$ cat src/hw/ex_defs.svh
/*
 * execute unit constants: data widths, RV32 opcodes and funct3 codes
 */
`ifndef EX_DEFS_SVH
`define EX_DEFS_SVH

`define XLEN    32
`define SHAMT_W 5

// major opcodes handled by the unit
`define OPC_OP     7'b0110011
`define OPC_OPIMM  7'b0010011
`define OPC_LUI    7'b0110111
`define OPC_AUIPC  7'b0010111
`define OPC_JAL    7'b1101111
`define OPC_JALR   7'b1100111
`define OPC_BRANCH 7'b1100011

// OP / OP-IMM funct3
`define F3_ADD  3'b000
`define F3_SLL  3'b001
`define F3_SLT  3'b010
`define F3_SLTU 3'b011
`define F3_XOR  3'b100
`define F3_SR   3'b101
`define F3_OR   3'b110
`define F3_AND  3'b111

// BRANCH funct3, 010 and 011 are reserved
`define F3_BEQ  3'b000
`define F3_BNE  3'b001
`define F3_BLT  3'b100
`define F3_BGE  3'b101
`define F3_BLTU 3'b110
`define F3_BGEU 3'b111

`endif

$ cat src/hw/ex_isa_pkg.sv
/*
 * ISA-side types of the execute unit: data words, instruction fields
 * and the ALU, operand-select and branch-kind encodings
 */
`default_nettype none
`include "ex_defs.svh"

package ex_isa_pkg;

    typedef logic [`XLEN-1:0] word_t;     // data or address
    typedef logic [6:0]       opcode_t;
    typedef logic [2:0]       funct3_t;

    // encoding follows the core's ALU
    typedef enum logic [3:0] {
        ALU_ADD  = 4'd0,
        ALU_SLL  = 4'd1,
        ALU_XOR  = 4'd2,
        ALU_OR   = 4'd3,
        ALU_AND  = 4'd4,
        ALU_SRL  = 4'd5,
        ALU_SEQ  = 4'd6,
        ALU_SNE  = 4'd7,
        ALU_SUB  = 4'd8,
        ALU_SRA  = 4'd9,
        ALU_SLT  = 4'd10,
        ALU_SGE  = 4'd11,
        ALU_SLTU = 4'd12,
        ALU_SGEU = 4'd13
    } alu_op_e;

    typedef enum logic [1:0] {SRC_A_RS1, SRC_A_PC, SRC_A_ZERO} src_a_e;

    typedef enum logic [1:0] {SRC_B_RS2, SRC_B_IMM, SRC_B_FOUR, SRC_B_ZERO} src_b_e;

    typedef enum logic [1:0] {BR_NONE, BR_COND, BR_JAL, BR_JALR} br_kind_e;

endpackage

`default_nettype wire

$ cat src/hw/ex_ctrl_pkg.sv
/*
 * control types of the execute unit: handshake state and result register
 */
`default_nettype none

package ex_ctrl_pkg;

    typedef enum logic {
        HS_IDLE = 1'b0,
        HS_ACK  = 1'b1    // results held until req drops
    } hs_state_e;

    // everything returned to the requester in one register
    typedef struct packed {
        ex_isa_pkg::word_t result;
        logic              rd_we;
        ex_isa_pkg::word_t next_pc;
        logic              mispredict;
        logic              illegal;
    } res_reg_t;

endpackage

`default_nettype wire

$ cat src/hw/ex_decode.sv
/*
 * instruction decode: opcode and funct fields to ALU operation,
 * operand selects, branch kind, rd write and illegal flag
 */
`timescale 1ns/1ps
`default_nettype none
`include "ex_defs.svh"

module ex_decode (
    input  wire ex_isa_pkg::opcode_t i_opcode,
    input  wire ex_isa_pkg::funct3_t i_funct3,
    input  wire logic                i_funct7_b5,
    output ex_isa_pkg::alu_op_e      o_alu_op,
    output ex_isa_pkg::src_a_e       o_src_a,
    output ex_isa_pkg::src_b_e       o_src_b,
    output ex_isa_pkg::br_kind_e     o_br_kind,
    output logic                     o_rd_we,
    output logic                     o_illegal
);
    import ex_isa_pkg::*;

    // OP and OP-IMM share funct3, only OP has SUB
    function automatic alu_op_e arith_op(funct3_t f3, logic alt, logic is_reg);
        alu_op_e op;
        case (f3)
            `F3_ADD:  op = (alt && is_reg) ? ALU_SUB : ALU_ADD;
            `F3_SLL:  op = ALU_SLL;
            `F3_SLT:  op = ALU_SLT;
            `F3_SLTU: op = ALU_SLTU;
            `F3_XOR:  op = ALU_XOR;
            `F3_SR:   op = alt ? ALU_SRA : ALU_SRL;
            `F3_OR:   op = ALU_OR;
            default:  op = ALU_AND;
        endcase
        return op;
    endfunction

    always_comb begin
        o_alu_op  = ALU_ADD;    // illegal defaults, 0 + 0
        o_src_a   = SRC_A_ZERO;
        o_src_b   = SRC_B_ZERO;
        o_br_kind = BR_NONE;
        o_rd_we   = 1'b0;
        o_illegal = 1'b0;
        case (i_opcode)
            `OPC_OP: begin
                o_src_a  = SRC_A_RS1;
                o_src_b  = SRC_B_RS2;
                o_alu_op = arith_op(i_funct3, i_funct7_b5, 1'b1);
                o_rd_we  = 1'b1;
            end
            `OPC_OPIMM: begin
                o_src_a  = SRC_A_RS1;
                o_src_b  = SRC_B_IMM;
                o_alu_op = arith_op(i_funct3, i_funct7_b5, 1'b0);
                o_rd_we  = 1'b1;
            end
            `OPC_LUI: begin
                o_src_b = SRC_B_IMM;
                o_rd_we = 1'b1;
            end
            `OPC_AUIPC: begin
                o_src_a = SRC_A_PC;
                o_src_b = SRC_B_IMM;
                o_rd_we = 1'b1;
            end
            `OPC_JAL, `OPC_JALR: begin
                o_src_a   = SRC_A_PC;  // link value pc + 4
                o_src_b   = SRC_B_FOUR;
                o_br_kind = (i_opcode == `OPC_JAL) ? BR_JAL : BR_JALR;
                o_rd_we   = 1'b1;
            end
            `OPC_BRANCH: begin
                o_src_a   = SRC_A_RS1;
                o_src_b   = SRC_B_RS2;
                o_br_kind = BR_COND;
                case (i_funct3)
                    `F3_BEQ:  o_alu_op = ALU_SEQ;
                    `F3_BNE:  o_alu_op = ALU_SNE;
                    `F3_BLT:  o_alu_op = ALU_SLT;
                    `F3_BGE:  o_alu_op = ALU_SGE;
                    `F3_BLTU: o_alu_op = ALU_SLTU;
                    `F3_BGEU: o_alu_op = ALU_SGEU;
                    default: begin
                        o_src_a   = SRC_A_ZERO;
                        o_src_b   = SRC_B_ZERO;
                        o_br_kind = BR_NONE;    // falls through to pc + 4
                        o_illegal = 1'b1;
                    end
                endcase
            end
            default: o_illegal = 1'b1;
        endcase
    end

endmodule

`default_nettype wire

$ cat src/hw/ex_alu.sv
/*
 * execute stage: operand A/B muxes and the fourteen-operation ALU
 */
`timescale 1ns/1ps
`default_nettype none
`include "ex_defs.svh"

module ex_alu (
    input  wire ex_isa_pkg::src_a_e  i_src_a,
    input  wire ex_isa_pkg::src_b_e  i_src_b,
    input  wire ex_isa_pkg::alu_op_e i_alu_op,
    input  wire ex_isa_pkg::word_t   i_rs1_val,
    input  wire ex_isa_pkg::word_t   i_rs2_val,
    input  wire ex_isa_pkg::word_t   i_pc,
    input  wire ex_isa_pkg::word_t   i_imm,
    output ex_isa_pkg::word_t        o_alu_out
);
    import ex_isa_pkg::*;

    word_t              op_a;
    word_t              op_b;
    logic [`SHAMT_W-1:0] shamt;

    always_comb begin
        case (i_src_a)
            SRC_A_RS1: op_a = i_rs1_val;
            SRC_A_PC:  op_a = i_pc;
            default:   op_a = '0;
        endcase
    end

    always_comb begin
        case (i_src_b)
            SRC_B_RS2:  op_b = i_rs2_val;
            SRC_B_IMM:  op_b = i_imm;
            SRC_B_FOUR: op_b = word_t'(4);
            default:    op_b = '0;
        endcase
    end

    assign shamt = op_b[`SHAMT_W-1:0]; // rs2 or imm, upper bits ignored

    // compares land in bit 0, branch reads it from there
    always_comb begin
        case (i_alu_op)
            ALU_ADD:  o_alu_out = op_a + op_b;
            ALU_SLL:  o_alu_out = op_a << shamt;
            ALU_XOR:  o_alu_out = op_a ^ op_b;
            ALU_OR:   o_alu_out = op_a | op_b;
            ALU_AND:  o_alu_out = op_a & op_b;
            ALU_SRL:  o_alu_out = op_a >> shamt;
            ALU_SEQ:  o_alu_out = word_t'(op_a == op_b);
            ALU_SNE:  o_alu_out = word_t'(op_a != op_b);
            ALU_SUB:  o_alu_out = op_a - op_b;
            ALU_SRA:  o_alu_out = word_t'($signed(op_a) >>> shamt);
            ALU_SLT:  o_alu_out = word_t'($signed(op_a) < $signed(op_b));
            ALU_SGE:  o_alu_out = word_t'($signed(op_a) >= $signed(op_b));
            ALU_SLTU: o_alu_out = word_t'(op_a < op_b);
            ALU_SGEU: o_alu_out = word_t'(op_a >= op_b);
            default:  o_alu_out = '0;
        endcase
    end

endmodule

`default_nettype wire

$ cat src/hw/ex_branch.sv
/*
 * branch resolution: target, taken decision, next pc and the
 * compare against the predicted address
 */
`timescale 1ns/1ps
`default_nettype none

module ex_branch (
    input  wire ex_isa_pkg::br_kind_e i_br_kind,
    input  wire ex_isa_pkg::word_t    i_alu_out,
    input  wire ex_isa_pkg::word_t    i_rs1_val,
    input  wire ex_isa_pkg::word_t    i_pc,
    input  wire ex_isa_pkg::word_t    i_imm,
    input  wire ex_isa_pkg::word_t    i_pred_addr,
    output ex_isa_pkg::word_t         o_next_pc,
    output logic                      o_mispredict
);
    import ex_isa_pkg::*;

    word_t target;
    word_t pc_plus4;
    logic  is_jump;
    logic  taken;

    assign is_jump = (i_br_kind == BR_JAL) || (i_br_kind == BR_JALR);

    // jalr keeps bit 0 of rs1 + imm
    assign target   = ((i_br_kind == BR_JALR) ? i_rs1_val : i_pc) + i_imm;
    assign pc_plus4 = i_pc + word_t'(4);

    assign taken = is_jump || ((i_br_kind == BR_COND) && i_alu_out[0]);

    assign o_next_pc    = taken ? target : pc_plus4;
    assign o_mispredict = (o_next_pc != i_pred_addr);

endmodule

`default_nettype wire

$ cat src/hw/ex_result.sv
/*
 * result stage with the four-phase req/ack FSM that captures the
 * results on the IDLE to ACK edge and holds them for the requester
 */
`timescale 1ns/1ps
`default_nettype none

module ex_result (
    input  wire logic              i_clk,
    input  wire logic              i_resetn,
    input  wire logic              i_req,
    input  wire ex_isa_pkg::word_t i_result,
    input  wire logic              i_rd_we,
    input  wire logic              i_illegal,
    input  wire ex_isa_pkg::word_t i_next_pc,
    input  wire logic              i_mispredict,
    output logic                   o_ack,
    output ex_isa_pkg::word_t      o_result,
    output logic                   o_rd_we,
    output ex_isa_pkg::word_t      o_next_pc,
    output logic                   o_mispredict,
    output logic                   o_illegal
);
    import ex_ctrl_pkg::*;

    hs_state_e state;
    res_reg_t  res_q;
    logic      capture;

    assign capture = (state == HS_IDLE) && i_req;

    always_ff @(posedge i_clk) begin
        if (!i_resetn) begin
            state <= HS_IDLE;
        end else begin
            case (state)
                HS_IDLE: if (i_req) state <= HS_ACK;
                HS_ACK:  if (!i_req) state <= HS_IDLE;
                default: state <= HS_IDLE;
            endcase
        end
    end

    always_ff @(posedge i_clk) begin
        if (!i_resetn) begin
            res_q <= '0;
        end else if (capture) begin
            res_q.result     <= i_result;
            res_q.rd_we      <= i_rd_we;
            res_q.next_pc    <= i_next_pc;
            res_q.mispredict <= i_mispredict;
            res_q.illegal    <= i_illegal;
        end
    end

    assign o_ack        = (state == HS_ACK);
    assign o_result     = res_q.result;
    assign o_rd_we      = res_q.rd_we;
    assign o_next_pc    = res_q.next_pc;
    assign o_mispredict = res_q.mispredict;
    assign o_illegal    = res_q.illegal;

    // ack only answers a request seen on the previous edge
    a_ack_after_req: assert property (
        @(posedge i_clk) disable iff (!i_resetn)
        $rose(o_ack) |-> $past(i_req)
    );

    a_hold_stable: assert property (
        @(posedge i_clk) disable iff (!i_resetn)
        o_ack |=> $stable(res_q)
    );

    // decode never marks an illegal instruction as writing rd
    a_we_not_illegal: assert property (
        @(posedge i_clk) disable iff (!i_resetn)
        capture |-> !(i_rd_we && i_illegal)
    );

endmodule

`default_nettype wire

$ cat src/hw/ex_unit.sv
/*
 * integer execute unit top: decode, execute, branch and result stage
 */
`timescale 1ns/1ps
`default_nettype none

module ex_unit (
    input  wire logic                i_clk,
    input  wire logic                i_resetn,
    input  wire logic                i_req,
    input  wire ex_isa_pkg::opcode_t i_opcode,
    input  wire ex_isa_pkg::funct3_t i_funct3,
    input  wire logic                i_funct7_b5,
    input  wire ex_isa_pkg::word_t   i_rs1_val,
    input  wire ex_isa_pkg::word_t   i_rs2_val,
    input  wire ex_isa_pkg::word_t   i_pc,
    input  wire ex_isa_pkg::word_t   i_imm,
    input  wire ex_isa_pkg::word_t   i_pred_addr,
    output wire logic                o_ack,
    output wire ex_isa_pkg::word_t   o_result,
    output wire logic                o_rd_we,
    output wire ex_isa_pkg::word_t   o_next_pc,
    output wire logic                o_mispredict,
    output wire logic                o_illegal
);
    import ex_isa_pkg::*;

    alu_op_e  alu_op;
    src_a_e   src_a;
    src_b_e   src_b;
    br_kind_e br_kind;
    logic     rd_we;
    logic     illegal;
    word_t    alu_out;
    word_t    next_pc;
    logic     mispredict;

    ex_decode u_decode (
        .i_opcode   (i_opcode),
        .i_funct3   (i_funct3),
        .i_funct7_b5(i_funct7_b5),
        .o_alu_op   (alu_op),
        .o_src_a    (src_a),
        .o_src_b    (src_b),
        .o_br_kind  (br_kind),
        .o_rd_we    (rd_we),
        .o_illegal  (illegal)
    );

    ex_alu u_alu (
        .i_src_a  (src_a),
        .i_src_b  (src_b),
        .i_alu_op (alu_op),
        .i_rs1_val(i_rs1_val),
        .i_rs2_val(i_rs2_val),
        .i_pc     (i_pc),
        .i_imm    (i_imm),
        .o_alu_out(alu_out)
    );

    ex_branch u_branch (
        .i_br_kind   (br_kind),
        .i_alu_out   (alu_out),     // bit 0 is the compare
        .i_rs1_val   (i_rs1_val),
        .i_pc        (i_pc),
        .i_imm       (i_imm),
        .i_pred_addr (i_pred_addr),
        .o_next_pc   (next_pc),
        .o_mispredict(mispredict)
    );

    ex_result u_result (
        .i_clk       (i_clk),
        .i_resetn    (i_resetn),
        .i_req       (i_req),
        .i_result    (alu_out),
        .i_rd_we     (rd_we),
        .i_illegal   (illegal),
        .i_next_pc   (next_pc),
        .i_mispredict(mispredict),
        .o_ack       (o_ack),
        .o_result    (o_result),
        .o_rd_we     (o_rd_we),
        .o_next_pc   (o_next_pc),
        .o_mispredict(o_mispredict),
        .o_illegal   (o_illegal)
    );

endmodule

`default_nettype wire

$ cat config.mk
export PLATFORM = sky130hd
export DESIGN_NAME = ex_unit
export DESIGN_NICKNAME = d
export VERILOG_FILES = /design/src/hw/ex_isa_pkg.sv /design/src/hw/ex_ctrl_pkg.sv /design/src/hw/ex_decode.sv /design/src/hw/ex_alu.sv /design/src/hw/ex_branch.sv /design/src/hw/ex_result.sv /design/src/hw/ex_unit.sv
export VERILOG_INCLUDE_DIRS = /design/src /design/src/hw
export SDC_FILE = /design/constraint.sdc
export NUM_CORES = 1
export LEC_CHECK = 0
export BUFFER_PORTS_ARGS = -buffer_cell sky130_fd_sc_hd__buf_2
export CAP_MARGIN = 0
export CORE_MARGIN = 1
export CORE_UTILIZATION = 50
export DETAILED_ROUTE_END_ITERATION = 8
export GPL_ROUTABILITY_DRIVEN = 1
export PLACE_DENSITY = 0.72
export SYNTH_ARGS = -nofsm -noshare
export SYNTH_HDL_FRONTEND = slang
export SYNTH_SLANG_ARGS = --single-unit
$ cat constraint.sdc
create_clock -name i_clk -period 7.4 [get_ports i_clk]
set_input_delay 0.74 -clock i_clk [delete_from_list [all_inputs] [get_ports i_clk]]
set_output_delay 0.74 -clock i_clk [all_outputs]
set_load 0.05 [all_outputs]
==> summary.md <==
| Metric | Value |
|---|---|
| Mux cell area share after synthesis | 0.0772 |
| Routed Wire Length | 74,400 um |
| Setup Viol. Count Final | 0 |
| Ys async rst share | 0 |
| Vias after detailed routing | 19,600 |
| Synth Area in Simple Gates | 0.218 |
| Final Critical Period | 6.90 ns |
| CP Data Required Time | 7.65 ns |
| Worst-Skew Late Latency | between 0.3 and 0.4 ns |
| Congestion Overflow GR | 0 |
| Initial DRC count | 3,131 |
| Tightest Hold Check Type | reg -> reg |
| Pre-CTS setup slack | 0.315 ns |
| Cell row count | 63 |
| Slew Viols, Final | 0 |
| Post-CTS Setup Repair Bufs | 0 |
| Final worst-path cycle share | 0.932 |
| WL met3 | 9870 um |
| Reg clk slew, reported paths | 0.06 ns |
| CP Capture Type | flip-flop |
| Die ar. | 0.0312 sq mm |
| CTS root buffer | clkbuf_16 |
| WHS | 0.459 ns |
| Initial antenna violation count | 6 |
| Status | completed |
| Fraction of layout cells with a size suffix above 1 | 0.168 |
| Crit Path Category | in -> reg |
| Peak supply drop | 0.000133 V |
| Hold Buf Count CTS | 0 |
| NumNets Final | around 2,700 |
| # IOs | between 200 and 250 |
| Sequential area share after synthesis | 0.0892 |
| Syn avg cell area | 6.67 sq um |
| Drt wl/cell | 26.3 um |
| Worst-Margin Slew | 1.09 ns |
| Fill cells | 3,086 |
| Final GP Congestion | 1.07 |
| Die Wd | approximately 180 um |
| Synthesized flop and latch total | 68 |
| Antenna-violating nets left | 0 |
| Main combinational cell family by area after synthesis | compound AO/OA/AOI/OAI gates |
| Max-Cap Viols | 0 |
| Setup WS post-layout | between 0.5 and 0.6 ns |
| Global-route wire length before repair | 110,000 um |
| RSZ-0062 raised after global routing | false |
| Die Span Y | approximately 180 um |
| WL met2 | 31,600 um |
| Vias in the first global route | 18,100 |
| FMAX | 145 MHz |
| Pre-antenna DRT Iters | 8 |
| Clock sinks | 68 |
| M1 wire length | 29,000 um |
| Yosys cell types | 97 |
| Highest metal used | met5 |
| Post-route DRC violation count | 0 |
| Post-Place Cell Area | 0.0168 sq mm |
| Worst endpoint data arrival time | 7.15 ns |
| Synth Area in Adders | 0.110 |
| Post-cts resize count | 0 |
| Slew margin rel. | 0.254 |
| Port Buffers | ~240 |
| Syn Nets | 2,595 |
| Layout Skew | 0.0147 ns |
| CP max FO | 22 |
| GR Util All Layers | 0.465 |
| EDFF count, synth | 0 |
| Initial Utilization | 0.511 |
| CTS tree | yes |
| Cell area after layout | roughly 0.017 sq mm |
| Ys Warns | 0 |
| Power Total | about 0.0017 W |
| Cell area after synthesis | 0.0153 sq mm |
| DR vias/cell | 6.94 |
| Final Hold Fails | 0 |
| Cell leakage power | 7.71 nW |
| Num CTS Buffers | 9 |
| XOR/XNOR Fraction of Synth Area | 0.0545 |
| H-tree levels | 3 |
| Setup crit start kind | input pin |
| Most used DFF post-synth | dfxtp_1 |
| PwrDens | 101 mW/mm^2 |
| Post-detail-place hpwl | 58,000 um |
| Deepest clock path buffer count | 2 |
| Core ar. | about 0.03 sq mm |
| Post-synthesis compound-gate area fraction | 0.380 |
| Largest net degree at the start of global routing | 75 |
| Post-synthesis cell count | 2,289 |
| Setup TNS Final | 0 ns |
| Synth-to-layout area growth | 12.0% |
through the flow:
step | instances | utilization
after floorplan | 2289 | -
after CTS | 2828 | 0.572
after global routing | 2830 | 0.572
after detailed placement | 2812 | 0.563
final | 2830 | 0.572
after global placement | 2812 | 0.563
sequential cells by signal, indices dropped and copies added (netlist names):
signal and count:
u_result.o_illegal 1, u_result.o_next_pc 32, u_result.o_rd_we 1, u_result.o_ack 1, u_result.o_result 32, u_result.o_mispredict 1
per-layer routing:
metal	vias to the layer above	GRT usage
met5	-	0
met3	282	0.133
met1	9060	0.592
met2	1517	0.717
li1	8767	-
met4	6	0.217
cell type report:
cell class / count / area, sq um / area share
Timing Repair Buffer: 303 / 1680 / 0.0985
Multi-Input combinational cell: 1946 / 12900 / 0.754
Antenna cell: 2 / 5.00 / 0.000293
Clock buffer: 12 / 246 / 0.0144
Clock inverter: 4 / 25.0 / 0.00146
Tap cell: 390 / 488 / 0.0285
Sequential cell: 68 / 1360 / 0.0796
Inverter: 105 / 397 / 0.0232
cell usage in the layout (no fill, tap or decap), drive strengths merged, types with 51 or more instances in the layout:
| master | n |
|---|---|
| nand2 | 229 |
| nor3 | 65 |
| buf | 303 |
| a21oi | 233 |
| o21ai | 212 |
| dfxtp | 68 |
| nand3 | 52 |
| inv | 104 |
| mux2i | 75 |
| ha | 129 |
| nor2 | 228 |
| a22oi | 51 |
| xnor2 | 55 |
critical path, stage by stage:
cell	delay, ns
buf_2	0.24
or3b_1	0.41
o22ai_2	0.41
buf_4	0.36
a22o_1	0.39
ha_1	0.39
o21ai_0	0.12
o21bai_1	0.13
or4b_1	0.49
a21o_1	0.24
a2111oi_4	0.47
o31ai_2	0.16
o221a_4	0.25
o211ai_4	0.31
a2111oi_4	0.11
nor3_4	0.34
buf_4	0.29
and4_1	0.20
o221ai_1	0.12
nor4_1	0.64
a41o_1	0.26
nand2_1	0.05
Yosys cell counts (8+ instances only):
| master | instances | area, sq um |
|---|---|---|
| or2_2 | 10 | 62.6 |
| mux2_2 | 38 | 428 |
| dfxtp_1 | 68 | 1360 |
| nand2_1 | 228 | 856 |
| o21ai_0 | 202 | 1010 |
| o21bai_1 | 21 | 158 |
| o211ai_1 | 40 | 300 |
| a21oi_1 | 233 | 1170 |
| nand4_1 | 18 | 113 |
| a31oi_1 | 41 | 257 |
| o221ai_1 | 13 | 114 |
| o31ai_1 | 11 | 82.6 |
| a211oi_1 | 41 | 308 |
| clkbuf_1 | 130 | 488 |
| o21a_1 | 12 | 90.1 |
| ha_1 | 129 | 1610 |
| o22a_1 | 11 | 96.3 |
| a221o_1 | 9 | 90.1 |
| o21ai_1 | 8 | 40.0 |
| o22ai_1 | 37 | 231 |
| xor2_1 | 40 | 350 |
| and2_1 | 16 | 100 |
| nand3b_1 | 9 | 67.6 |
| xnor2_1 | 55 | 482 |
| nor2b_1 | 10 | 62.6 |
| nor3_1 | 63 | 315 |
| a22o_1 | 16 | 140 |
| a2111oi_0 | 13 | 114 |
| and3_1 | 22 | 138 |
| nand3_1 | 51 | 255 |
| or3_1 | 14 | 87.6 |
| mux2i_1 | 75 | 751 |
| a21o_1 | 24 | 180 |
| inv_1 | 101 | 379 |
| a221oi_1 | 17 | 149 |
| buf_1 | 19 | 71.3 |
| nand2b_1 | 18 | 113 |
| a22oi_1 | 51 | 383 |
| nor4_1 | 9 | 56.3 |
| nor2_1 | 228 | 856 |
| buf_2 | 15 | 75.1 |
power by group:
group,leakage (nW),switching (W),internal (W)
clock,0.129,0.000204,0.000235
combinational,7.02,0.000593,0.000292
sequential,0.561,0.0000138,0.000391
total,7.71,0.000811,0.000919
cells by family after synthesis:
| logic type | count (synthesis) |
|---|---|
| compound gates | 885 |
| buf+inv | 275 |
| fa+ha+maj | 132 |
| mux | 113 |
| flops | 68 |
| xor+xnor | 95 |
| simple gates | 721 |
path summary, 6_finish.rpt:
kind | slack [ns] | to | cells after the start | start
hold / removal | 0.46 | u_result.o_next_pc[7] | 2 | u_result.o_next_pc[7]
setup / recovery | 0.50 | u_result.o_mispredict | 22 | i_opcode[2]
setup reg to reg | 4.32 | u_result.o_mispredict | 10 | u_result.o_ack
hold reg to reg | 0.46 | u_result.o_next_pc[7] | 2 | u_result.o_next_pc[7]
Note: power is estimated with default switching activity, not from simulation.
